[src/oh_link_config.svh]
`ifndef OH_LINK_CONFIG_SVH
`define OH_LINK_CONFIG_SVH

// request port
`define OH_ADDR_W    16
`define OH_DATA_W    32

// e-link word and delay line
`define OH_WORD_W    8
`define OH_TAP_W     6   // 64 stage line
`define OH_FRAME_LEN 14  // hdr + 4 addr + 8 data + csum

// apb register map, byte offsets
`define OH_APB_AW    5
`define OH_APB_DW    32
`define OH_REG_TAP   5'h00
`define OH_REG_TXINV 5'h04
`define OH_REG_RXINV 5'h08
`define OH_REG_GOOD  5'h0C
`define OH_REG_BAD   5'h10

`endif

[src/oh_link_pkg.sv]
`default_nettype none

package oh_link_pkg;

  // ------------------------------
  // framer
  // ------------------------------
  typedef enum logic {
    TX_IDLE, // idle words, ttc bits only
    TX_SEND  // 14 nibbles on the wire
  } tx_state_e;

  // ------------------------------
  // decoder
  // ------------------------------
  typedef enum logic {
    RX_HUNT,   // waiting for frame start
    RX_COLLECT // gathering nibbles
  } rx_state_e;

  // ------------------------------
  // apb register select
  // ------------------------------
  typedef enum logic [2:0] {
    REG_TAP,
    REG_TXINV,
    REG_RXINV,
    REG_GOOD,
    REG_BAD,
    REG_NONE // unmapped offset
  } reg_sel_e;

endpackage

`default_nettype wire

[src/oh_link_regs.sv]
`timescale 1ns/1ps
`default_nettype none
`include "oh_link_config.svh"

module oh_link_regs (
  input  wire                   clk40,
  input  wire                   arst_n_i,
  input  wire                   psel_i,
  input  wire                   penable_i,
  input  wire                   pwrite_i,
  input  wire [`OH_APB_AW-1:0]  paddr_i,
  input  wire [`OH_APB_DW-1:0]  pwdata_i,
  input  wire                   frame_good_i,
  input  wire                   frame_bad_i,
  output logic [`OH_APB_DW-1:0] prdata_o,
  output logic                  pready_o,
  output logic                  pslverr_o,
  output logic [`OH_TAP_W-1:0]  tap_o,
  output logic [`OH_WORD_W-1:0] tx_invert_o,
  output logic [`OH_WORD_W-1:0] rx_invert_o
);

  localparam int CNT_W = 16; // frame counter width

  oh_link_pkg::reg_sel_e sel;
  logic                  access;     // apb access phase
  logic                  wr_en;
  logic [CNT_W-1:0]      good_cnt_q;
  logic [CNT_W-1:0]      bad_cnt_q;

  // ------------------------------
  // address decode
  // ------------------------------
  always_comb begin
    case (paddr_i)
      `OH_REG_TAP:   sel = oh_link_pkg::REG_TAP;
      `OH_REG_TXINV: sel = oh_link_pkg::REG_TXINV;
      `OH_REG_RXINV: sel = oh_link_pkg::REG_RXINV;
      `OH_REG_GOOD:  sel = oh_link_pkg::REG_GOOD;
      `OH_REG_BAD:   sel = oh_link_pkg::REG_BAD;
      default:       sel = oh_link_pkg::REG_NONE;
    endcase
  end

  assign access   = psel_i && penable_i;
  assign wr_en    = access && pwrite_i;
  assign pready_o = 1'b1; // no wait states

  // unmapped offset, or counters are read only
  assign pslverr_o = access && ((sel == oh_link_pkg::REG_NONE) ||
                                (pwrite_i && (sel == oh_link_pkg::REG_GOOD ||
                                              sel == oh_link_pkg::REG_BAD)));

  // config registers, written in access phase
  always_ff @(posedge clk40 or negedge arst_n_i) begin
    if (!arst_n_i) begin
      tap_o       <= '0;
      tx_invert_o <= '0;
      rx_invert_o <= '0;
    end else if (wr_en) begin
      case (sel)
        oh_link_pkg::REG_TAP:   tap_o       <= pwdata_i[`OH_TAP_W-1:0];
        oh_link_pkg::REG_TXINV: tx_invert_o <= pwdata_i[`OH_WORD_W-1:0];
        oh_link_pkg::REG_RXINV: rx_invert_o <= pwdata_i[`OH_WORD_W-1:0];
        default: ; // counters and holes ignore writes
      endcase
    end
  end

  // ------------------------------
  // saturating frame counters
  // ------------------------------
  always_ff @(posedge clk40 or negedge arst_n_i) begin
    if (!arst_n_i) begin
      good_cnt_q <= '0;
      bad_cnt_q  <= '0;
    end else begin
      if (frame_good_i && !(&good_cnt_q)) good_cnt_q <= good_cnt_q + 1'b1;
      if (frame_bad_i && !(&bad_cnt_q))   bad_cnt_q  <= bad_cnt_q + 1'b1;
    end
  end

  // read mux, zero extended
  always_comb begin
    prdata_o = '0;
    case (sel)
      oh_link_pkg::REG_TAP:   prdata_o[`OH_TAP_W-1:0]  = tap_o;
      oh_link_pkg::REG_TXINV: prdata_o[`OH_WORD_W-1:0] = tx_invert_o;
      oh_link_pkg::REG_RXINV: prdata_o[`OH_WORD_W-1:0] = rx_invert_o;
      oh_link_pkg::REG_GOOD:  prdata_o[CNT_W-1:0]      = good_cnt_q;
      oh_link_pkg::REG_BAD:   prdata_o[CNT_W-1:0]      = bad_cnt_q;
      default:                prdata_o                 = '0;
    endcase
  end

  // master protocol: enable only inside a selected transfer
  a_penable_sel: assert property (@(posedge clk40) disable iff (!arst_n_i)
    penable_i |-> psel_i);

endmodule

`default_nettype wire

[src/oh_link_tx.sv]
`timescale 1ns/1ps
`default_nettype none
`include "oh_link_config.svh"

module oh_link_tx (
  input  wire                   clk40,
  input  wire                   arst_n_i,
  input  wire                   req_valid_i,
  input  wire                   req_write_i,
  input  wire [`OH_ADDR_W-1:0]  req_addr_i,
  input  wire [`OH_DATA_W-1:0]  req_data_i,
  input  wire                   l1a_i,
  input  wire                   bc0_i,
  input  wire                   resync_i,
  output logic                  busy_o,
  output logic [`OH_WORD_W-1:0] elink_data_o
);

  localparam int         NIB_W     = 4;
  localparam int         PAY_W     = `OH_ADDR_W + `OH_DATA_W; // 12 nibbles
  localparam logic [3:0] LAST_NIB  = 4'(`OH_FRAME_LEN - 1);  // checksum slot
  localparam logic [3:0] LAST_DATA = LAST_NIB - 4'd1;

  oh_link_pkg::tx_state_e state_q;
  logic [3:0]             nib_cnt_q; // index of next nibble on the wire
  logic [PAY_W-1:0]       pay_q;     // addr then data, msn first
  logic                   wr_q;
  logic [NIB_W-1:0]       csum_q;    // running mod-16 sum
  logic [NIB_W-1:0]       nib_cur;
  logic                   accept;

  assign accept = req_valid_i && !busy_o;

  // nibble for the current slot
  always_comb begin
    if (nib_cnt_q == 4'd0)
      nib_cur = {3'b000, wr_q}; // header
    else if (nib_cnt_q == LAST_NIB)
      nib_cur = csum_q;
    else
      nib_cur = pay_q[PAY_W-1 -: NIB_W];
  end

  // ------------------------------
  // control fsm
  // ------------------------------
  always_ff @(posedge clk40 or negedge arst_n_i) begin
    if (!arst_n_i) begin
      state_q   <= oh_link_pkg::TX_IDLE;
      nib_cnt_q <= '0;
      busy_o    <= 1'b0;
    end else if (accept) begin // also on the checksum slot, back to back
      state_q   <= oh_link_pkg::TX_SEND;
      nib_cnt_q <= '0;
      busy_o    <= 1'b1;
    end else if (state_q == oh_link_pkg::TX_SEND) begin
      nib_cnt_q <= nib_cnt_q + 4'd1;
      if (nib_cnt_q == LAST_DATA) busy_o <= 1'b0; // free one word early
      if (nib_cnt_q == LAST_NIB) begin
        state_q   <= oh_link_pkg::TX_IDLE;
        nib_cnt_q <= '0;
      end
    end
  end

  // request latch, shifter and checksum
  always_ff @(posedge clk40) begin
    if (accept) begin
      pay_q <= {req_addr_i, req_data_i};
      wr_q  <= req_write_i;
    end else if (state_q == oh_link_pkg::TX_SEND && nib_cnt_q != 4'd0 &&
                 nib_cnt_q != LAST_NIB) begin
      pay_q <= pay_q << NIB_W;
    end
    if (state_q == oh_link_pkg::TX_SEND)
      csum_q <= (nib_cnt_q == 4'd0) ? nib_cur : csum_q + nib_cur;
  end

  // ------------------------------
  // e-link word
  // ------------------------------
  always_ff @(posedge clk40 or negedge arst_n_i) begin
    if (!arst_n_i) begin
      elink_data_o <= '0;
    end else begin
      elink_data_o[7:5] <= {l1a_i, bc0_i, resync_i}; // ttc rides every word
      if (state_q == oh_link_pkg::TX_SEND) begin
        elink_data_o[4]   <= (nib_cnt_q == 4'd0); // frame start on header
        elink_data_o[3:0] <= nib_cur;
      end else begin
        elink_data_o[4:0] <= '0; // idle
      end
    end
  end

  a_nib_cnt_range: assert property (@(posedge clk40) disable iff (!arst_n_i)
    nib_cnt_q < 4'(`OH_FRAME_LEN));

endmodule

`default_nettype wire

[src/oh_link_delay.sv]
`timescale 1ns/1ps
`default_nettype none
`include "oh_link_config.svh"

module oh_link_delay (
  input  wire                  clk40,
  input  wire                  arst_n_i,
  input  wire                  ce_i,
  input  wire [`OH_TAP_W-1:0]  tap_i,
  input  wire [`OH_WORD_W-1:0] invert_i,
  input  wire [`OH_WORD_W-1:0] word_i,
  output wire [`OH_WORD_W-1:0] word_o
);

  localparam int DEPTH = 2 ** `OH_TAP_W; // 64 stages per lane

  // ------------------------------
  // one shift line per e-link bit
  // ------------------------------
  genvar lane;
  for (lane = 0; lane < `OH_WORD_W; lane = lane + 1) begin : g_lane
    logic [DEPTH-1:0] line_q;

    // empty line after reset, no stale frame starts
    always_ff @(posedge clk40 or negedge arst_n_i) begin
      if (!arst_n_i)
        line_q <= '0;
      else if (ce_i)
        line_q <= {line_q[DEPTH-2:0], word_i[lane]}; // stage 0 is newest
    end

    // tap select then lane polarity swap
    assign word_o[lane] = line_q[tap_i] ^ invert_i[lane];
  end

endmodule

`default_nettype wire

[src/oh_link_rx.sv]
`timescale 1ns/1ps
`default_nettype none
`include "oh_link_config.svh"

module oh_link_rx (
  input  wire                   clk40,
  input  wire                   arst_n_i,
  input  wire  [`OH_WORD_W-1:0] word_i,
  input  wire  [`OH_WORD_W-1:0] invert_i,
  output logic                  rx_l1a_o,
  output logic                  rx_bc0_o,
  output logic                  rx_resync_o,
  output logic                  rx_valid_o,
  output logic                  rx_write_o,
  output logic [`OH_ADDR_W-1:0] rx_addr_o,
  output logic [`OH_DATA_W-1:0] rx_data_o,
  output logic                  rx_error_o
);

  localparam int         NIB_W    = 4;
  localparam int         PAY_W    = `OH_ADDR_W + `OH_DATA_W;
  localparam logic [3:0] LAST_NIB = 4'(`OH_FRAME_LEN - 1); // checksum slot

  oh_link_pkg::rx_state_e state_q;
  logic [`OH_WORD_W-1:0]  word;    // after local polarity undo
  logic [NIB_W-1:0]       nib;
  logic                   fstart;
  logic [3:0]             cnt_q;   // slot of the incoming nibble
  logic [NIB_W-1:0]       csum_q;
  logic [PAY_W-1:0]       pay_q;
  logic                   wr_q;    // header bit 0
  logic                   last_slot;

  assign word      = word_i ^ invert_i;
  assign nib       = word[3:0];
  assign fstart    = word[4];
  assign last_slot = (state_q == oh_link_pkg::RX_COLLECT) && !fstart &&
                     (cnt_q == LAST_NIB);

  // ttc bits straight to pulses
  always_ff @(posedge clk40 or negedge arst_n_i) begin
    if (!arst_n_i) begin
      rx_l1a_o    <= 1'b0;
      rx_bc0_o    <= 1'b0;
      rx_resync_o <= 1'b0;
    end else begin
      rx_l1a_o    <= word[7];
      rx_bc0_o    <= word[6];
      rx_resync_o <= word[5];
    end
  end

  // ------------------------------
  // frame fsm
  // ------------------------------
  always_ff @(posedge clk40 or negedge arst_n_i) begin
    if (!arst_n_i) begin
      state_q    <= oh_link_pkg::RX_HUNT;
      cnt_q      <= '0;
      rx_valid_o <= 1'b0;
      rx_error_o <= 1'b0;
    end else begin
      rx_valid_o <= 1'b0; // single cycle pulses
      rx_error_o <= 1'b0;
      case (state_q)
        oh_link_pkg::RX_HUNT: begin
          if (fstart) begin
            state_q <= oh_link_pkg::RX_COLLECT;
            cnt_q   <= 4'd1;
          end
        end
        oh_link_pkg::RX_COLLECT: begin
          if (fstart) begin // restart, old frame lost
            cnt_q      <= 4'd1;
            rx_error_o <= 1'b1;
          end else if (cnt_q == LAST_NIB) begin
            state_q    <= oh_link_pkg::RX_HUNT;
            cnt_q      <= '0;
            rx_valid_o <= (nib == csum_q);
            rx_error_o <= (nib != csum_q);
          end else begin
            cnt_q <= cnt_q + 4'd1;
          end
        end
        default: state_q <= oh_link_pkg::RX_HUNT;
      endcase
    end
  end

  // nibble gather and checksum
  always_ff @(posedge clk40) begin
    if (fstart) begin
      csum_q <= nib; // header opens the sum
      wr_q   <= nib[0];
    end else if (state_q == oh_link_pkg::RX_COLLECT && cnt_q != LAST_NIB) begin
      csum_q <= csum_q + nib;
      pay_q  <= {pay_q[PAY_W-NIB_W-1:0], nib}; // msn first
    end
    if (last_slot) begin
      rx_write_o <= wr_q;
      rx_addr_o  <= pay_q[PAY_W-1 -: `OH_ADDR_W];
      rx_data_o  <= pay_q[`OH_DATA_W-1:0];
    end
  end

  a_valid_error_excl: assert property (@(posedge clk40) disable iff (!arst_n_i)
    !(rx_valid_o && rx_error_o));

endmodule

`default_nettype wire

[src/oh_link_top.sv]
`timescale 1ns/1ps
`default_nettype none
`include "oh_link_config.svh"

module oh_link_top (
  input  wire                   clk40,
  input  wire                   arst_n_i,
  // request port
  input  wire                   req_valid_i,
  input  wire                   req_write_i,
  input  wire [`OH_ADDR_W-1:0]  req_addr_i,
  input  wire [`OH_DATA_W-1:0]  req_data_i,
  output wire                   busy_o,
  // ttc
  input  wire                   l1a_i,
  input  wire                   bc0_i,
  input  wire                   resync_i,
  // apb
  input  wire                   psel_i,
  input  wire                   penable_i,
  input  wire                   pwrite_i,
  input  wire [`OH_APB_AW-1:0]  paddr_i,
  input  wire [`OH_APB_DW-1:0]  pwdata_i,
  output wire [`OH_APB_DW-1:0]  prdata_o,
  output wire                   pready_o,
  output wire                   pslverr_o,
  // recovered side
  output wire                   rx_l1a_o,
  output wire                   rx_bc0_o,
  output wire                   rx_resync_o,
  output wire                   rx_valid_o,
  output wire                   rx_write_o,
  output wire [`OH_ADDR_W-1:0]  rx_addr_o,
  output wire [`OH_DATA_W-1:0]  rx_data_o,
  output wire                   rx_error_o
);

  wire [`OH_WORD_W-1:0] tx_word;   // framer to link
  wire [`OH_WORD_W-1:0] dly_word;  // link to decoder
  wire [`OH_TAP_W-1:0]  tap;
  wire [`OH_WORD_W-1:0] tx_invert;
  wire [`OH_WORD_W-1:0] rx_invert;

  // ------------------------------
  // framer
  // ------------------------------
  oh_link_tx oh_link_tx_inst (
    .clk40        (clk40),
    .arst_n_i     (arst_n_i),
    .req_valid_i  (req_valid_i),
    .req_write_i  (req_write_i),
    .req_addr_i   (req_addr_i),
    .req_data_i   (req_data_i),
    .l1a_i        (l1a_i),
    .bc0_i        (bc0_i),
    .resync_i     (resync_i),
    .busy_o       (busy_o),
    .elink_data_o (tx_word)
  );

  // link emulator, always shifting
  oh_link_delay oh_link_delay_inst (
    .clk40    (clk40),
    .arst_n_i (arst_n_i),
    .ce_i     (1'b1),
    .tap_i    (tap),
    .invert_i (tx_invert),
    .word_i   (tx_word),
    .word_o   (dly_word)
  );

  // ------------------------------
  // decoder
  // ------------------------------
  oh_link_rx oh_link_rx_inst (
    .clk40       (clk40),
    .arst_n_i    (arst_n_i),
    .word_i      (dly_word),
    .invert_i    (rx_invert),
    .rx_l1a_o    (rx_l1a_o),
    .rx_bc0_o    (rx_bc0_o),
    .rx_resync_o (rx_resync_o),
    .rx_valid_o  (rx_valid_o),
    .rx_write_o  (rx_write_o),
    .rx_addr_o   (rx_addr_o),
    .rx_data_o   (rx_data_o),
    .rx_error_o  (rx_error_o)
  );

  // config and frame statistics
  oh_link_regs oh_link_regs_inst (
    .clk40        (clk40),
    .arst_n_i     (arst_n_i),
    .psel_i       (psel_i),
    .penable_i    (penable_i),
    .pwrite_i     (pwrite_i),
    .paddr_i      (paddr_i),
    .pwdata_i     (pwdata_i),
    .frame_good_i (rx_valid_o), // checksum ok
    .frame_bad_i  (rx_error_o),
    .prdata_o     (prdata_o),
    .pready_o     (pready_o),
    .pslverr_o    (pslverr_o),
    .tap_o        (tap),
    .tx_invert_o  (tx_invert),
    .rx_invert_o  (rx_invert)
  );

endmodule

`default_nettype wire

[config.mk]
export PLATFORM = sky130hd
export DESIGN_NAME = oh_link_top
export DESIGN_NICKNAME = d
export VERILOG_FILES = /design/src/oh_link_pkg.sv /design/src/oh_link_regs.sv /design/src/oh_link_tx.sv /design/src/oh_link_delay.sv /design/src/oh_link_rx.sv /design/src/oh_link_top.sv
export VERILOG_INCLUDE_DIRS = /design/src
export SDC_FILE = /design/constraint.sdc
export NUM_CORES = 1
export LEC_CHECK = 0
export ABC_AREA = 0
export BUFFER_PORTS_ARGS = -buffer_cell sky130_fd_sc_hd__buf_2
export CAP_MARGIN = 20
export CORE_MARGIN = 5
export CORE_UTILIZATION = 54
export CTS_CLUSTER_SIZE = 30
export DETAILED_ROUTE_END_ITERATION = 12
export PLACE_DENSITY = 0.72
export SETUP_SLACK_MARGIN = 0.05
export SLEW_MARGIN = 40
export SYNTH_ARGS = -nofsm -noshare
export SYNTH_HDL_FRONTEND = slang
export SYNTH_SLANG_ARGS = --single-unit
[constraint.sdc]
create_clock -name clk40 -period 5.7 [get_ports clk40]
set_input_delay 0.57 -clock clk40 [delete_from_list [all_inputs] [get_ports clk40]]
set_output_delay 0.57 -clock clk40 [all_outputs]
set_load 0.01 [all_outputs]
---- Word level (Yosys, flattened, before mapping) ----
Cells that the tools add are included.
word-level totals
  output and inout bits ................... 89
  logic and storage cells ................. 152
  bits in registers ....................... 745
cells by class
  equality and inequality tests ........... 17
  $add $sub $neg .......................... 6
  magnitude comparators ................... 1
  bitwise operators ....................... 11
  reduce and logical (&&, ||, !) cells .... 33
  muxes and demuxes ....................... 51
operators with widths
  kind                   count
  $mux 48                2
  $bmux 1 s6             8
  $mux 4                 11
  $add 16x1->16 const B  2
  $reduce_and 16->1      2
  $pmux 6 s5             1
  $mux 1                 23
  $pmux 8 s2             1
  $pmux 3 s5             1
  $eq 4x4->1 const B     3
  $logic_and 1x1->1      12
  $eq 5x4->1 const B     2
  $reduce_and 2->1       5
  $add 4x1->4 const B    2
  $add 4x4->4            2
  $ne 4x4->1 const B     2
  $pmux 2 s4             1
  $pmux 4 s2             1
  $reduce_bool 2->1      4
  $xor 1x1->1            8
  $xor 8x8->8            1
  $lt 6x7->1 const B     1
  $eq 3x2->1 const B     2
  $eq 3x3->1 const B     2
  15 further kinds       20

---- Longest topological paths before layout ----
Gate-level depths: netlist (run 1).
  word-level depth ........................ 8
  gate-level depth with buffers ........... 13
  depth with buffers taken out ............ 11

---- Modules after synthesis ----
From an unflattened synthesis (run 1), not the netlist that was laid out.
unflattened totals
  cell total of the unflattened synthesis .. 2065
  area total of the unflattened synthesis .. 32743.9 µm²
by module, submodules not included
  module         cells an instance  times used  area each (µm²)
  oh_link_delay  1417               1           23058.4
  oh_link_rx     169                1           3708.6
  oh_link_regs   288                1           3002.9
  oh_link_tx     190                1           2970.3
  oh_link_top    1                  1           3.8

---- Worst setup path before layout (run 1) ----
No wires, ideal clock.
  kind .................................... flip-flop to flip-flop
  start point ............................. register oh_link_regs_inst.tap_o[0]
  end point ............................... register oh_link_rx_inst.rx_addr_o[0] (enable)
  library setup time ...................... 518 ps
  arrival time ............................ 5289 ps
  clock period less this slack ............ 5807 ps
  path slack .............................. -107 ps
  cell stages (with the launch flop) ...... 9
  path through ............................ dfrtp_1 buf_6 buf_6 mux4_2 mux2i_1 mux4_2 mux2i_1 xnor2_1 nor3_1
on the way
  longest elaborated chain between the ends .. 7
ends and longest elaborated chain
  what                                 RTL line             source
  from (decl)                          oh_link_regs.sv:18   output logic [`OH_TAP_W-1:0] tap_o,
  from (signal assigned)               oh_link_regs.sv:62   oh_link_pkg::REG_TAP: tap_o <= pwdata_i[`OH_TAP_W-1:0];
  $bmux 1 s6                           oh_link_delay.sv:33  assign word_o[lane] = line_q[tap_i] ^ invert_i[lane];
  $mux 1 (not written as such)         oh_link_delay.sv:33
  $xor 1x1->1                          oh_link_delay.sv:33
  $xor 8x8->8                          oh_link_rx.sv:34     assign word = word_i ^ invert_i;
  $logic_not 1->1                      oh_link_rx.sv:37     assign last_slot = (state_q == oh_link_pkg::RX_COLLECT) && !fstart &&
  $logic_and 1x1->1 (2 in a row)       oh_link_rx.sv:37
  named net oh_link_rx_inst.last_slot  oh_link_rx.sv:32     logic last_slot;
  to (signal assigned)                 oh_link_rx.sv:101    rx_addr_o <= pay_q[PAY_W-1 -: `OH_ADDR_W];
  to (decl)                            oh_link_rx.sv:15     output logic [`OH_ADDR_W-1:0] rx_addr_o,
The timed path passes the listed nets, and every way through them passes these cells. The select of a mux whose other input is x is not followed.
A chain may end at the register's enable or synchronous reset.

---- Worst setup path after layout (run 1) ----
  start point ............................. register oh_link_regs_inst.tap_o[3]
  end point ............................... register oh_link_rx_inst.csum_q[3], data pin
on the way
  longest elaborated chain between the ends .. 7
  elaborated cells on any way between the ends .. 19
  those cells by class .................... add/sub (1); mux (12); bitwise (6)
ends and longest elaborated chain
  what                               RTL line             source
  $bmux 1 s6                         oh_link_delay.sv:33
  $mux 1 (not written as such)       oh_link_delay.sv:33
  $xor 1x1->1                        oh_link_delay.sv:33
  $xor 8x8->8                        oh_link_rx.sv:34
  named net oh_link_rx_inst.word[1]  oh_link_rx.sv:25     logic [`OH_WORD_W-1:0] word;
  $add 4x4->4                        oh_link_rx.sv:96     csum_q <= csum_q + nib;
  $mux 4                             oh_link_rx.sv:95     end else if (state_q == oh_link_pkg::RX_COLLECT && cnt_q != LAST_NIB) begin
  $mux 4                             oh_link_rx.sv:92     if (fstart) begin
  to (signal assigned)               oh_link_rx.sv:93     csum_q <= nib;
  to (signal assigned)               oh_link_rx.sv:96
  to (decl)                          oh_link_rx.sv:29     logic [NIB_W-1:0] csum_q;
The timed path passes the listed nets, and every way through them passes these cells. The select of a mux whose other input is x is not followed.

==> results of run 1 <==
## metrics by stage
| stage | worst slack [ns] | hold slack [ns] |
|---|---|---|
| finish | 1.35 | 0.0846 |
| global placement | 1.36 | 0.335 |
| detailed placement | 1.32 | 0.336 |
| global route | 0.997 | 0.0467 |
| CTS | 1.29 | 0.0444 |
| floorplan | 0.768 | 0.274 |
## what timing repair did
item / in CTS / in global routing
hold endpoints to repair: 45 / 0
endpoints found under the setup margin: 0 / 0
hold buffers: 1 / 0
buffers inserted: 0 / 0
## critical path: stages (launching register included)
cell and delay (ns):
dfrtp_1 0.77, clkinv_2 0.73, mux4_2 0.71, mux4_2 0.50, xnor2_1 0.34, ha_1 0.32
a21o_1 0.16, a21oi_1 0.18, xnor2_1 0.14, nor2_1 0.06, xor2_1 0.17
## power groups by stage
| stage | combinational (mW) | sequential (mW) | clock [mW] |
|---|---|---|---|
| 2_1_floorplan | 1.50 | 7.60 | 0 |
| 3_3_place_gp | 1.97 | 7.77 | 0 |
| 3_5_place_dp | 2.04 | 7.83 | 0 |
| 4_1_cts | 2.05 | 7.78 | 4.85 |
| 5_1_grt | 2.27 | 7.93 | 5.08 |
| 6_report | 2.01 | 7.77 | 4.70 |
## routing by layer
| metal | wire length [um] | global-route usage, % | vias up | part of all wire (%) |
|---|---|---|---|---|
| li1 | - | - | 5640 | - |
| met1 | 20600 | 26.5 | 6720 | 45 |
| met2 | 21900 | 27.4 | 255 | 48 |
| met3 | 1970 | 3.21 | 69 | 4.3 |
| met4 | 931 | 5.26 | 0 | 2.1 |
| met5 | 0 | 0 | - | 0 |
## cell usage in the layout (no fill, tap or decap), types with 12 or more instances in the layout
master	n
clkbuf_1	16
mux2_2	29
clkinv_2	15
mux4_2	159
clkbuf_8	15
a21oi_1	14
xor2_1	19
buf_2	141
edfxtp_1	155
ha_1	13
nand3_1	15
nand2_1	175
dfrtp_1	587
conb_1	17
mux2i_1	12
xnor2_1	28
inv_1	14
clkbuf_16	74
nor2_1	32
buf_4	17
## how the worst max path moves through the flow
stage / from / end / slack, ns / depth (start not counted)
2_1_floorplan: oh_link_tx_inst.nib_cnt_q[0] / oh_link_tx_inst.pay_q[0] / 0.77 / 5
3_3_place_gp: oh_link_regs_inst.tap_o[0] / oh_link_rx_inst.rx_error_o / 1.36 / 10
3_5_place_dp: oh_link_regs_inst.tap_o[0] / oh_link_rx_inst.rx_error_o / 1.32 / 10
6_report: oh_link_regs_inst.tap_o[3] / oh_link_rx_inst.csum_q[3] / 1.35 / 10
5_1_grt: oh_link_regs_inst.tap_o[3] / oh_link_rx_inst.csum_q[3] / 1.0 / 10
4_1_cts: oh_link_regs_inst.tap_o[0] / oh_link_rx_inst.rx_error_o / 1.29 / 10
## layout make-up
| cell class | instances | share of cell area, % |
|---|---|---|
| Clock buffer | 105 | 7.01 |
| Multi-Input combinational cell | 631 | 21.6 |
| Tap cell | 615 | 2.55 |
| Timing Repair Buffer | 169 | 3.51 |
| Inverter | 17 | 0.215 |
| Sequential cell | 745 | 64.3 |
| Clock inverter | 28 | 0.894 |
## state kept, by name (all words and copies together), names as in the netlist, 4 cells and up
signal,cells
oh_link_regs_inst.bad_cnt_q,16
oh_link_tx_inst.elink_data_o,8
oh_link_rx_inst.rx_addr_o,16
oh_link_regs_inst.good_cnt_q,16
oh_link_regs_inst.tap_o,6
oh_link_tx_inst.nib_cnt_q,4
oh_link_tx_inst.csum_q,4
oh_link_regs_inst.tx_invert_o,8
oh_link_delay_inst.g_lane.line_q,512
oh_link_regs_inst.rx_invert_o,8
oh_link_tx_inst.pay_q,48
oh_link_rx_inst.csum_q,4
oh_link_rx_inst.cnt_q,4
oh_link_rx_inst.rx_data_o,32
oh_link_rx_inst.pay_q,48
## cell families after synthesis
group / count (synthesis) / share of synthesized area [%]
simple gates: 283 / 4.69
buf+inv: 91 / 1.86
mux: 200 / 15.3
flops: 745 / 73.8
xor+xnor: 49 / 1.66
other cells: 2 / 0.0286
compound gates: 67 / 1.86
fa+ha+maj: 15 / 0.771
==> metrics.md, run 1 <==
| Metric | Value |
|---|---|
| Antenna Violating Nets Remaining | `0` |
| Status | `finished, final reports clean` |
| Most instantiated library cell after synthesis | `dfrtp_1` |
| Worst Path Max Fanout | `23` |
| RSZ-0062 raised after global routing | `no` |
| Yosys Warn Count | `0` |
| Yosys reg bits | `745` |
| CTS H-tree lvls | `3` |
| HP Start | `resync_i` |
| Final min period | `4.35 ns` |
| Worst hold path class | `in2reg` |
| Port bufs | `142` |
| Die X | `231 um` |
| Pwr per Cell Area | `479 nW/um^2` |
| Final core utilization | `63.1%` |
| Multi-input logic area | `6520 um^2` |
| Chip Height | `231 um` |
| Unique masters post-synth | `53` |
| Layout filler cell count | `3267` |
| Post-layout nets | `1747` |
| Tcrit/Tclk final | `76.2%` |
| Top cell type's share of synthesized area | `56.1%` |
| Vias per cell | `5.49` |
| TritonRoute pass-1 iters | `5` |
| CTS resizes | `0` |
| Largest net degree at the start of global routing | `178` |
| Ports | `184` |
| CTS buffer count | `73` |
| Area grow syn2layout | `14.9%` |
| Setup CP Type | `reg2reg` |
| Largest area contributor in the netlist | `dfrtp_1` |
| Initial core utilization | `54.9%` |
| Site Rows | `80` |
| Slew HR | `38.5%` |
| Worst EP arrival | `4.68 ns` |
| Post-synthesis average cell area | `18.1 um^2` |
| WL per Instance | `19.6 um` |
| CTS Sinks | `745` |
| Share of layout cells above drive strength 1 | `28.7%` |
| RR Startpoint | `oh_link_regs_inst.tap_o[3]` |
| Seq/Total Area, Yosys | `73.8%` |
| Max-slew violations | `0` |
| Skew-Pair Late Insertion Delay | `0.59 ns` |
| R2R Setup Slk | `1.35 ns` |
| Asr flop ratio synth | `79.2%` |
| Die ar. | `53200 um^2` |
| Setup crit start kind | `flip-flop` |
| Highest clock rate | `230 MHz` |
| DR vias | `12700` |
| Setup_tns | `0 ns` |
| Post-synth EDFFs | `155` |
| Hold path endpoint | `oh_link_tx_inst.elink_data_o[5]` |
| Top post-synthesis cells by count | `590 x dfrtp_1, 175 x nand2_1, 159 x mux4_2` |
| Detailed Place HPWL | `26700 um` |
| Clock Tree Root | `clkbuf_16` |
| P_leak | `13.4 nW` |
| Worst-margin pin slew | `0.916 ns` |
| Top post-synthesis cells by area | `dfrtp_1 56%, edfxtp_1 18%, mux4_2 14%` |
| Clk pwr share | `32.5%` |
| Initial antenna violation count | `0` |
| Top_reg_cell synth | `dfrtp_1` |
| Gr usage total | `17.7%` |
| Worst vdd ir | `294 uV` |
| Sequential Area | `19400 um^2` |
| Worst r2r dst | `oh_link_rx_inst.csum_q[3]` |
| Sequential power share | `53.6%` |
| Hold path depth | `1` |
| Vias in the first global route | `13900` |
| Total Wirelength | `45400 um` |
| Worst r2r path cells | `10` |
| Mapped cell area | `26300 um^2` |
| Switching pwr | `3.71 mW` |
| Global placement routability congestion | `0.765` |
| Core Box Area | `47900 um^2` |
| Final Setup Violations | `0` |
| Inst Count DP | `2174` |
| CTS tree | `done` |
| Post-Layout Cell Count | `2310` |
| Combinational Power Share | `13.9%` |
| Final Hold Viols | `0` |
| Max clock buf depth | `3` |
| Max_cap viols | `0` |
| DRT iter0 DRCs | `958` |
| DRC Markers | `0` |
| Worst Clk Skew | `0.0214 ns` |
| Gate Count Post-Synth | `1452` |
| Antenna Cells | `0` |
| Grt total ovfl | `0` |
| Req. time, crit path | `6.03 ns` |
| Power Internal | `10.8 mW` |
| Sw Share | `25.6%` |
| CTS clk-pin slew, worst paths | `0.06 ns` |
| Area after DPL | `27800 um^2` |
| First-pass GRT wire length | `76100 um` |
| Crit. End Element | `flip-flop` |
| Final instance area | `30200 um^2` |
| Pwr Total | `14.5 mW` |
Power figures use the tool's default switching activity.
==> inputs of run 2 (changes only) <==
--- a/config.mk
+++ b/config.mk
@@ -10,10 +10,10 @@
 export BUFFER_PORTS_ARGS = -buffer_cell sky130_fd_sc_hd__buf_2
 export CAP_MARGIN = 20
 export CORE_MARGIN = 5
-export CORE_UTILIZATION = 54
+export CORE_UTILIZATION = 59
 export CTS_CLUSTER_SIZE = 30
 export DETAILED_ROUTE_END_ITERATION = 12
-export PLACE_DENSITY = 0.72
+export PLACE_DENSITY = 0.75
 export SETUP_SLACK_MARGIN = 0.05
 export SLEW_MARGIN = 40
 export SYNTH_ARGS = -nofsm -noshare
==> constraint.sdc (replaced) <==
create_clock -name clk40 -period 4.3 [get_ports clk40]
set_input_delay 0.43 -clock clk40 [delete_from_list [all_inputs] [get_ports clk40]]
set_output_delay 0.43 -clock clk40 [all_outputs]
set_load 0.01 [all_outputs]
==> run 2 against run 1 <==
  * Non-clock buffer count up 11
  * Via count up 0.86%
  * Highest routed layer unchanged
  * Die area down 8.1%
  * Worst hold slack better by 0.0043 ns
  * Wire length down 0.11%
  * Clock power up 33%
  * Worst setup slack worse by 1.0 ns
==> metrics.md, run 2 (synthesis results as in run 1) <==
| Metric | Value |
|---|---|
| Clock Tree Root | `clkbuf_16` |
| Met3 WL | `2300 um (+17%)` |
| Total Wirelength | `45300 um (-0.11%)` |
| Top Layer Used | `met4` |
| Tcrit/Tclk final | `92.0% (+16 points)` |
| DR vias | `12800 (+0.86%)` |
| DRT iter0 DRCs | `971 (+1.4%)` |
| Hold path endpoint | `oh_link_regs_inst.tx_invert_o[7]` |
| Crit. End Element | `flip-flop` |
| Gr usage total | `19.2% (+1.5 points)` |
| Area grow syn2layout | `15.1%` |
| Cell mode on critical path | `mux4_2` |
| Port bufs | `142 (unchanged)` |
| Site Rows | `77 (-3.8%)` |
| Final Hold Viols | `0 (unchanged)` |
| Max_cap viols | `0 (unchanged)` |
| Most frequent cells in the layout | `587 x dfrtp_1, 175 x nand2_1, 159 x mux4_2, 155 x edfxtp_1, 141 x buf_2` |
| Antenna Violating Nets Remaining | `0 (unchanged)` |
| Highest clock rate | `253 MHz (+9.8%)` |
| CTS Sinks | `745 (unchanged)` |
| Status | `finished, final reports clean` |
| Initial core utilization | `59.6% (+4.8 points)` |
| Largest reg by FF count | `oh_link_delay_inst.g_lane.line_q` |
| Vias in the first global route | `13800 (-0.54%)` |
| DRC Markers | `0 (unchanged)` |
| Worst vdd ir | `408 uV (+39%)` |
| Setup_tns | `0 ns (unchanged)` |
| Post-layout nets | `1757 (+0.57%)` |
| RSZ-0062 raised after global routing | `no` |
| P_leak | `13.5 nW (+0.30%)` |
| WL per Instance | `19.7 um (+0.32%)` |
| Vias per cell | `5.56 (+1.3%)` |
| Largest net degree at the start of global routing | `137 (-23%)` |
| Core Box Area | `44100 um^2 (-8.0%)` |
| Max clock buf depth | `3 (unchanged)` |
| WL met2 | `22200 um (+1.1%)` |
| Grt total ovfl | `0 (unchanged)` |
| Final Setup Violations | `0 (unchanged)` |
| Worst r2r path cells | `11 (+1)` |
| Final min period | `3.96 ns (-0.389 ns)` |
| TritonRoute pass-1 iters | `5 (unchanged)` |
| Post-CTS Setup Bufs | `0 (unchanged)` |
| Worst Path Max Fanout | `13 (-43%)` |
| First-pass GRT wire length | `76300 um (+0.25%)` |
| Setup crit start kind | `flip-flop` |
| Worst-margin pin slew | `0.830 ns (-0.0861 ns)` |
| Max-slew violations | `0 (unchanged)` |
| R2R Setup Slk | `0.34 ns (-1.01 ns)` |
| HP Start | `pwdata_i[7]` |
| Detailed Place HPWL | `26800 um (+0.55%)` |
| Routed metal-1 wire length | `20000 um (-3.0%)` |
| Layout filler cell count | `2798 (-14%)` |
| RR Startpoint | `oh_link_regs_inst.tap_o[0]` |
| Die ar. | `48900 um^2 (-8.1%)` |
| Global placement routability congestion | `0.803 (+4.9%)` |
| Chip Height | `221 um (-4.1%)` |
| Worst EP arrival | `4.29 ns (-0.39 ns)` |
| Hold path depth | `2 (+1)` |
| Setup CP Type | `reg2reg` |
| Pwr Total | `19.2 mW (+33%)` |
| Worst hold path class | `in2reg` |
| Worst r2r dst | `oh_link_rx_inst.csum_q[3]` |
| CTS tree | `done` |
| Crit-path max cell delay | `0.60 ns (-0.17 ns)` |
| Max reg flops | `512 (unchanged)` |
| CTS buffer count | `72 (-1.4%)` |
| Die X | `221 um (-4.1%)` |
| Top Registers | `oh_link_delay_inst.g_lane.line_q: 512 flops, oh_link_rx_inst.pay_q: 48 flops, oh_link_tx_inst.pay_q: 48 flops` |
| Req. time, crit path | `4.64 ns (-1.39 ns)` |
| Worst Clk Skew | `0.0168 ns (-0.00462 ns)` |
| CTS clk-pin slew, worst paths | `0.06 ns (about the same)` |
| Ports | `184 (unchanged)` |
| Slew HR | `44.7% (+6.2 points)` |
| Cell Chain, Critical Path | `buf_12 -> mux4_2 -> mux4_2 -> mux4_2 -> xnor2_1 -> ha_1 -> a21o_1 -> a21oi_1 -> xnor2_1 -> nor2_1 -> xor2_1` |
| Skew-Pair Late Insertion Delay | `0.59 ns (about the same)` |
| Initial antenna violation count | `1 (+1)` |
| Most common cell after layout, fill and taps aside | `dfrtp_1` |
| Pwr per Cell Area | `636 nW/um^2 (+33%)` |
| Share of layout cells above drive strength 1 | `29.0% (+0.33 points)` |
| CP max stage cell | `dfrtp_4` |
| CTS H-tree lvls | `3 (unchanged)` |
==> run 2: cell count changes in the layout (fill, tap and decap cells not counted), sizes merged <==
cell | previous run | this run
clkinv | 24 | 25
diode | 0 | 1
buf | 168 | 175
dlygate4sd3 | 1 | 5
clkinvlp | 1 | 3
inv | 17 | 18
clkbuf | 105 | 102
==> run 2: worst max path at each step <==
stage                                    start                             to  slack, ns  depth (start not counted)
finish              oh_link_regs_inst.tap_o[0]      oh_link_rx_inst.csum_q[3]       0.34                         11
global route        oh_link_regs_inst.tap_o[0]      oh_link_rx_inst.csum_q[3]       0.14                         11
CTS                 oh_link_regs_inst.tap_o[0]   oh_link_rx_inst.rx_data_o[7]       0.19                         10
detailed placement  oh_link_regs_inst.tap_o[0]  oh_link_rx_inst.rx_data_o[28]       0.28                         10
global placement    oh_link_regs_inst.tap_o[0]   oh_link_rx_inst.rx_addr_o[0]       0.33                         10
floorplan           oh_link_regs_inst.tap_o[0]   oh_link_rx_inst.rx_addr_o[0]      0.006                          8
==> run 2: critical path, delay by kind of cell (launching register included) <==
family / cells / cell delay [ns]
AOI/OAI and AO/OA: 2 / 0.35
xor gates and xnor gates: 3 / 0.67
adders and majority gates: 1 / 0.32
buffers and inverters: 1 / 0.19
DFF: 1 / 0.60
muxes: 3 / 1.49
and+or+nand+nor: 1 / 0.07
==> run 2: area by class of cell <==
| cell class | count | area, um^2 | share of cell area (%) |
|---|---|---|---|
| multi-input cells | 631 | 6490 | 21.5 |
| well taps | 592 | 741 | 2.45 |
| diodes | 1 | 2.50 | 0.00826 |
| inverters | 17 | 63.8 | 0.211 |
| flip-flops and latches | 745 | 19400 | 64.2 |
| clock buffers | 102 | 2110 | 6.97 |
| clock inverters | 32 | 290 | 0.959 |
| repair buffers | 180 | 1150 | 3.79 |
==> run 2: metrics by stage <==
| stage | area (um^2) | hold slack (ns) | setup WS [ns] | util [%] | cells |
|---|---|---|---|---|---|
| 4_1_cts | 30300 | 0.0563 | 0.189 | 68.6 | 2299 |
| 6_report | 30300 | 0.0889 | 0.344 | 68.6 | 2300 |
| 5_1_grt | 30300 | 0.0776 | 0.143 | 68.6 | 2300 |
| 3_3_place_gp | 27800 | 0.334 | 0.328 | 63.0 | 2159 |
| 2_1_floorplan | 26400 | 0.134 | 0.00606 | - | 1467 |
| 3_5_place_dp | 27800 | 0.336 | 0.276 | 63.0 | 2160 |
==> run 2: power by group <==
part           total [mW]  switching, mW  leakage [nW]  internal, mW
logic                2.69           1.39          3.19          1.30
clock network        6.25           2.61          1.19          3.64
registers            10.3          0.948          9.07          9.35
total                19.2           4.95          13.5          14.3
==> run 2: per-layer routing <==
metal	vias to the layer above	global-route usage, %
li1	5663	-
met1	6771	28.1
met2	289	29.8
met3	70	4.21
met4	0	5.82
met5	-	0
==> run 2: repair_timing <==
item                      CTS  global route
gates resized for setup     0             0
hold endpoints to repair   73             0
hold buffers                5             0
==> inputs of run 3 (changes only) <==
--- a/config.mk
+++ b/config.mk
@@ -14,6 +14,7 @@
 export CTS_CLUSTER_SIZE = 30
 export DETAILED_ROUTE_END_ITERATION = 12
 export PLACE_DENSITY = 0.75
+export RECOVER_POWER = 100
 export SETUP_SLACK_MARGIN = 0.05
 export SLEW_MARGIN = 40
 export SYNTH_ARGS = -nofsm -noshare
==> run 3 against run 2 <==
  * The run now ends with max-capacitance violations, max-slew violations left
  * Clock-buffer cell count unchanged
  * Worst setup slack worse by 0.012 ns
  * Fmax down 0.31%
  * Clock skew down 0.0024 ns
  * Non-clock buffer count unchanged
==> metrics.md, run 3 (synthesis results as in run 1) <==
| Metric | Value |
|---|---|
| Status | `finished with violations` |
| Failing checks | `max-capacitance violations, max-slew violations` |
| CP max stage cell | `dfrtp_4` |
| Gr usage total | `19.2% (unchanged)` |
| Setup CP Type | `reg2reg` |
| DR vias | `12800 (+0.055%)` |
| Detailed Place HPWL | `26800 um (unchanged)` |
| Post-CTS Setup Bufs | `0 (unchanged)` |
| Worst Clk Skew | `0.0144 ns (-0.00244 ns)` |
| Initial core utilization | `59.6% (unchanged)` |
| Vias per cell | `5.57 (about the same)` |
| Max_cap viols | `3 (+3)` |
| Most common cell after layout, fill and taps aside | `dfrtp_1` |
| DRC Markers | `0 (unchanged)` |
| CTS buffer count | `72 (unchanged)` |
| Die ar. | `48900 um^2 (unchanged)` |
| Largest net degree at the start of global routing | `137 (unchanged)` |
| Ports | `184 (unchanged)` |
| Max-slew violations | `140 (+140)` |
| Antenna Violating Nets Remaining | `0 (unchanged)` |
| First-pass GRT wire length | `76300 um (unchanged)` |
| Setup crit start kind | `flip-flop` |
| CTS clk-pin slew, worst paths | `0.06 ns (about the same)` |
| P_leak | `13.2 nW (-2.1%)` |
| Worst hold path class | `in2reg` |
| Worst Path Buf+Inv | `1 (unchanged)` |
| Port bufs | `142 (unchanged)` |
| Area grow syn2layout | `14.4%` |
| Global placement routability congestion | `0.803 (unchanged)` |
| Initial antenna violation count | `1 (unchanged)` |
| Slew HR | `-37.7% (-82 points)` |
| CP top delay family | `multiplexers` |
| WL per Instance | `19.7 um (about the same)` |
| Final min period | `3.97 ns (+0.0123 ns)` |
| CTS tree | `done` |
| CTS H-tree lvls | `3 (unchanged)` |
| Final Setup Violations | `0 (unchanged)` |
| Cell mode on critical path | `mux4_2` |
| CTS Sinks | `745 (unchanged)` |
| Vias in the first global route | `13800 (unchanged)` |
| Cell Chain, Critical Path | `buf_12 -> mux4_2 -> mux4_2 -> mux4_2 -> xnor2_1 -> ha_1 -> nor3_1 -> nand2_1 -> nor4_1 -> a2111oi_1` |
| Pwr per Cell Area | `638 nW/um^2 (+0.36%)` |
| Req. time, crit path | `4.76 ns (+0.12 ns)` |
| Total Wirelength | `45400 um (about the same)` |
| Most frequent cells in the layout | `587 x dfrtp_1, 175 x nand2_1, 159 x mux4_2, 155 x edfxtp_1, 92 x clkbuf_1` |
| Site Rows | `77 (unchanged)` |
| Final Hold Viols | `0 (unchanged)` |
| Skew-Pair Late Insertion Delay | `0.59 ns (about the same)` |
| Share of layout cells above drive strength 1 | `24.1% (-4.9 points)` |
| Worst Path Max Fanout | `17 (+4)` |
| Max clock buf depth | `3 (unchanged)` |
| Post-layout nets | `1757 (unchanged)` |
| Worst EP arrival | `4.43 ns (+0.14 ns)` |
| Largest reg by FF count | `oh_link_delay_inst.g_lane.line_q` |
| Crit. End Element | `flip-flop` |
| Clock Tree Root | `clkbuf_16` |
| Worst vdd ir | `408 uV (about the same)` |
| Tcrit/Tclk final | `92.3% (+0.29 points)` |
| Die X | `221 um (unchanged)` |
| RSZ-0062 raised after global routing | `no` |
| Pwr Total | `19.2 mW (-0.25%)` |
| Worst-margin pin slew | `2.05 ns (+1.22 ns)` |
| Chip Height | `221 um (unchanged)` |
| Highest clock rate | `252 MHz (-0.31%)` |
| TritonRoute pass-1 iters | `6 (+1)` |
| Crit-path max cell delay | `0.60 ns (about the same)` |
| DRT iter0 DRCs | `848 (-13%)` |
| Setup_tns | `0 ns (unchanged)` |
| Max reg flops | `512 (unchanged)` |
| Grt total ovfl | `0 (unchanged)` |
| Top Registers | `oh_link_delay_inst.g_lane.line_q: 512 flops, oh_link_rx_inst.pay_q: 48 flops, oh_link_tx_inst.pay_q: 48 flops` |
| Core Box Area | `44100 um^2 (unchanged)` |
-- run 3: changes by cell type in the layout (fill, tap and decap cells not counted), moves of 2 or more --
cell      before  now
clkbuf_1      12   92
buf_2        141   69
buf_4         22   12
and2_0         0    5
and2_1         9    4
clkbuf_2       0    3
buf_12        10    8
mux2_1         0    2
mux2_2        29   27
-- run 3: final timing paths --
kind / start / to / slack (ns) / cells after the start
worst min-delay path: pwdata_i[7] / oh_link_regs_inst.tx_invert_o[7] / 0.09 / 2
min in group asynchronous: arst_n_i / oh_link_tx_inst.nib_cnt_q[0] / 0.90 / 2
worst max register to register: oh_link_regs_inst.tap_o[0] / oh_link_rx_inst.rx_error_o / 0.33 / 10
worst min register to register: oh_link_tx_inst.elink_data_o[2] / oh_link_delay_inst.g_lane[2].line_q[0] / 0.34 / 0
max in group asynchronous: arst_n_i / oh_link_delay_inst.g_lane[7].line_q[10] / 1.01 / 3
worst max-delay path: oh_link_regs_inst.tap_o[0] / oh_link_rx_inst.rx_error_o / 0.33 / 10
-- run 3: layer usage --
layer | part of all wire, % | vias up | GRT usage [%]
met1 | 44 | 6778 | 28.1
met2 | 49 | 292 | 29.8
met3 | 5.0 | 70 | 4.21
met4 | 2.0 | 0 | 5.82
li1 | - | 5660 | -
met5 | 0 | - | 0
-- run 3: what timing repair did --
item                      CTS  global route
hold endpoints to repair   73             0
gates resized for setup     0             0
hold buffers                5             0
-- run 3: cell type report --
type	instances	area [um^2]
multi-input cells	631	6470
clock inverters	32	290
inverters	17	63.8
repair buffers	180	991
well taps	592	741
clock buffers	102	2110
fillers	2850	14000
diodes	1	2.50
flip-flops and latches	745	19400
-- run 3: power by group --
part | switching (mW) | leakage (nW) | internal, mW
Clock | 2.61 | 1.19 | 3.64
Sequential | 0.950 | 9.07 | 9.36
Combinational | 1.38 | 2.90 | 1.26
Total | 4.94 | 13.2 | 14.3
-- run 3: metrics by stage --
step / hold slack (ns) / instances / setup WS [ns] / utilization [%] / instance area, um^2
global route: 0.0776 / 2300 / 0.0870 / 68.2 / 30100
finish: 0.0888 / 2300 / 0.332 / 68.2 / 30100
floorplan: 0.134 / 1467 / 0.00606 / - / 26400
CTS: 0.0563 / 2299 / 0.189 / 68.6 / 30300
detailed placement: 0.336 / 2160 / 0.276 / 63.0 / 27800
global placement: 0.334 / 2159 / 0.328 / 63.0 / 27800
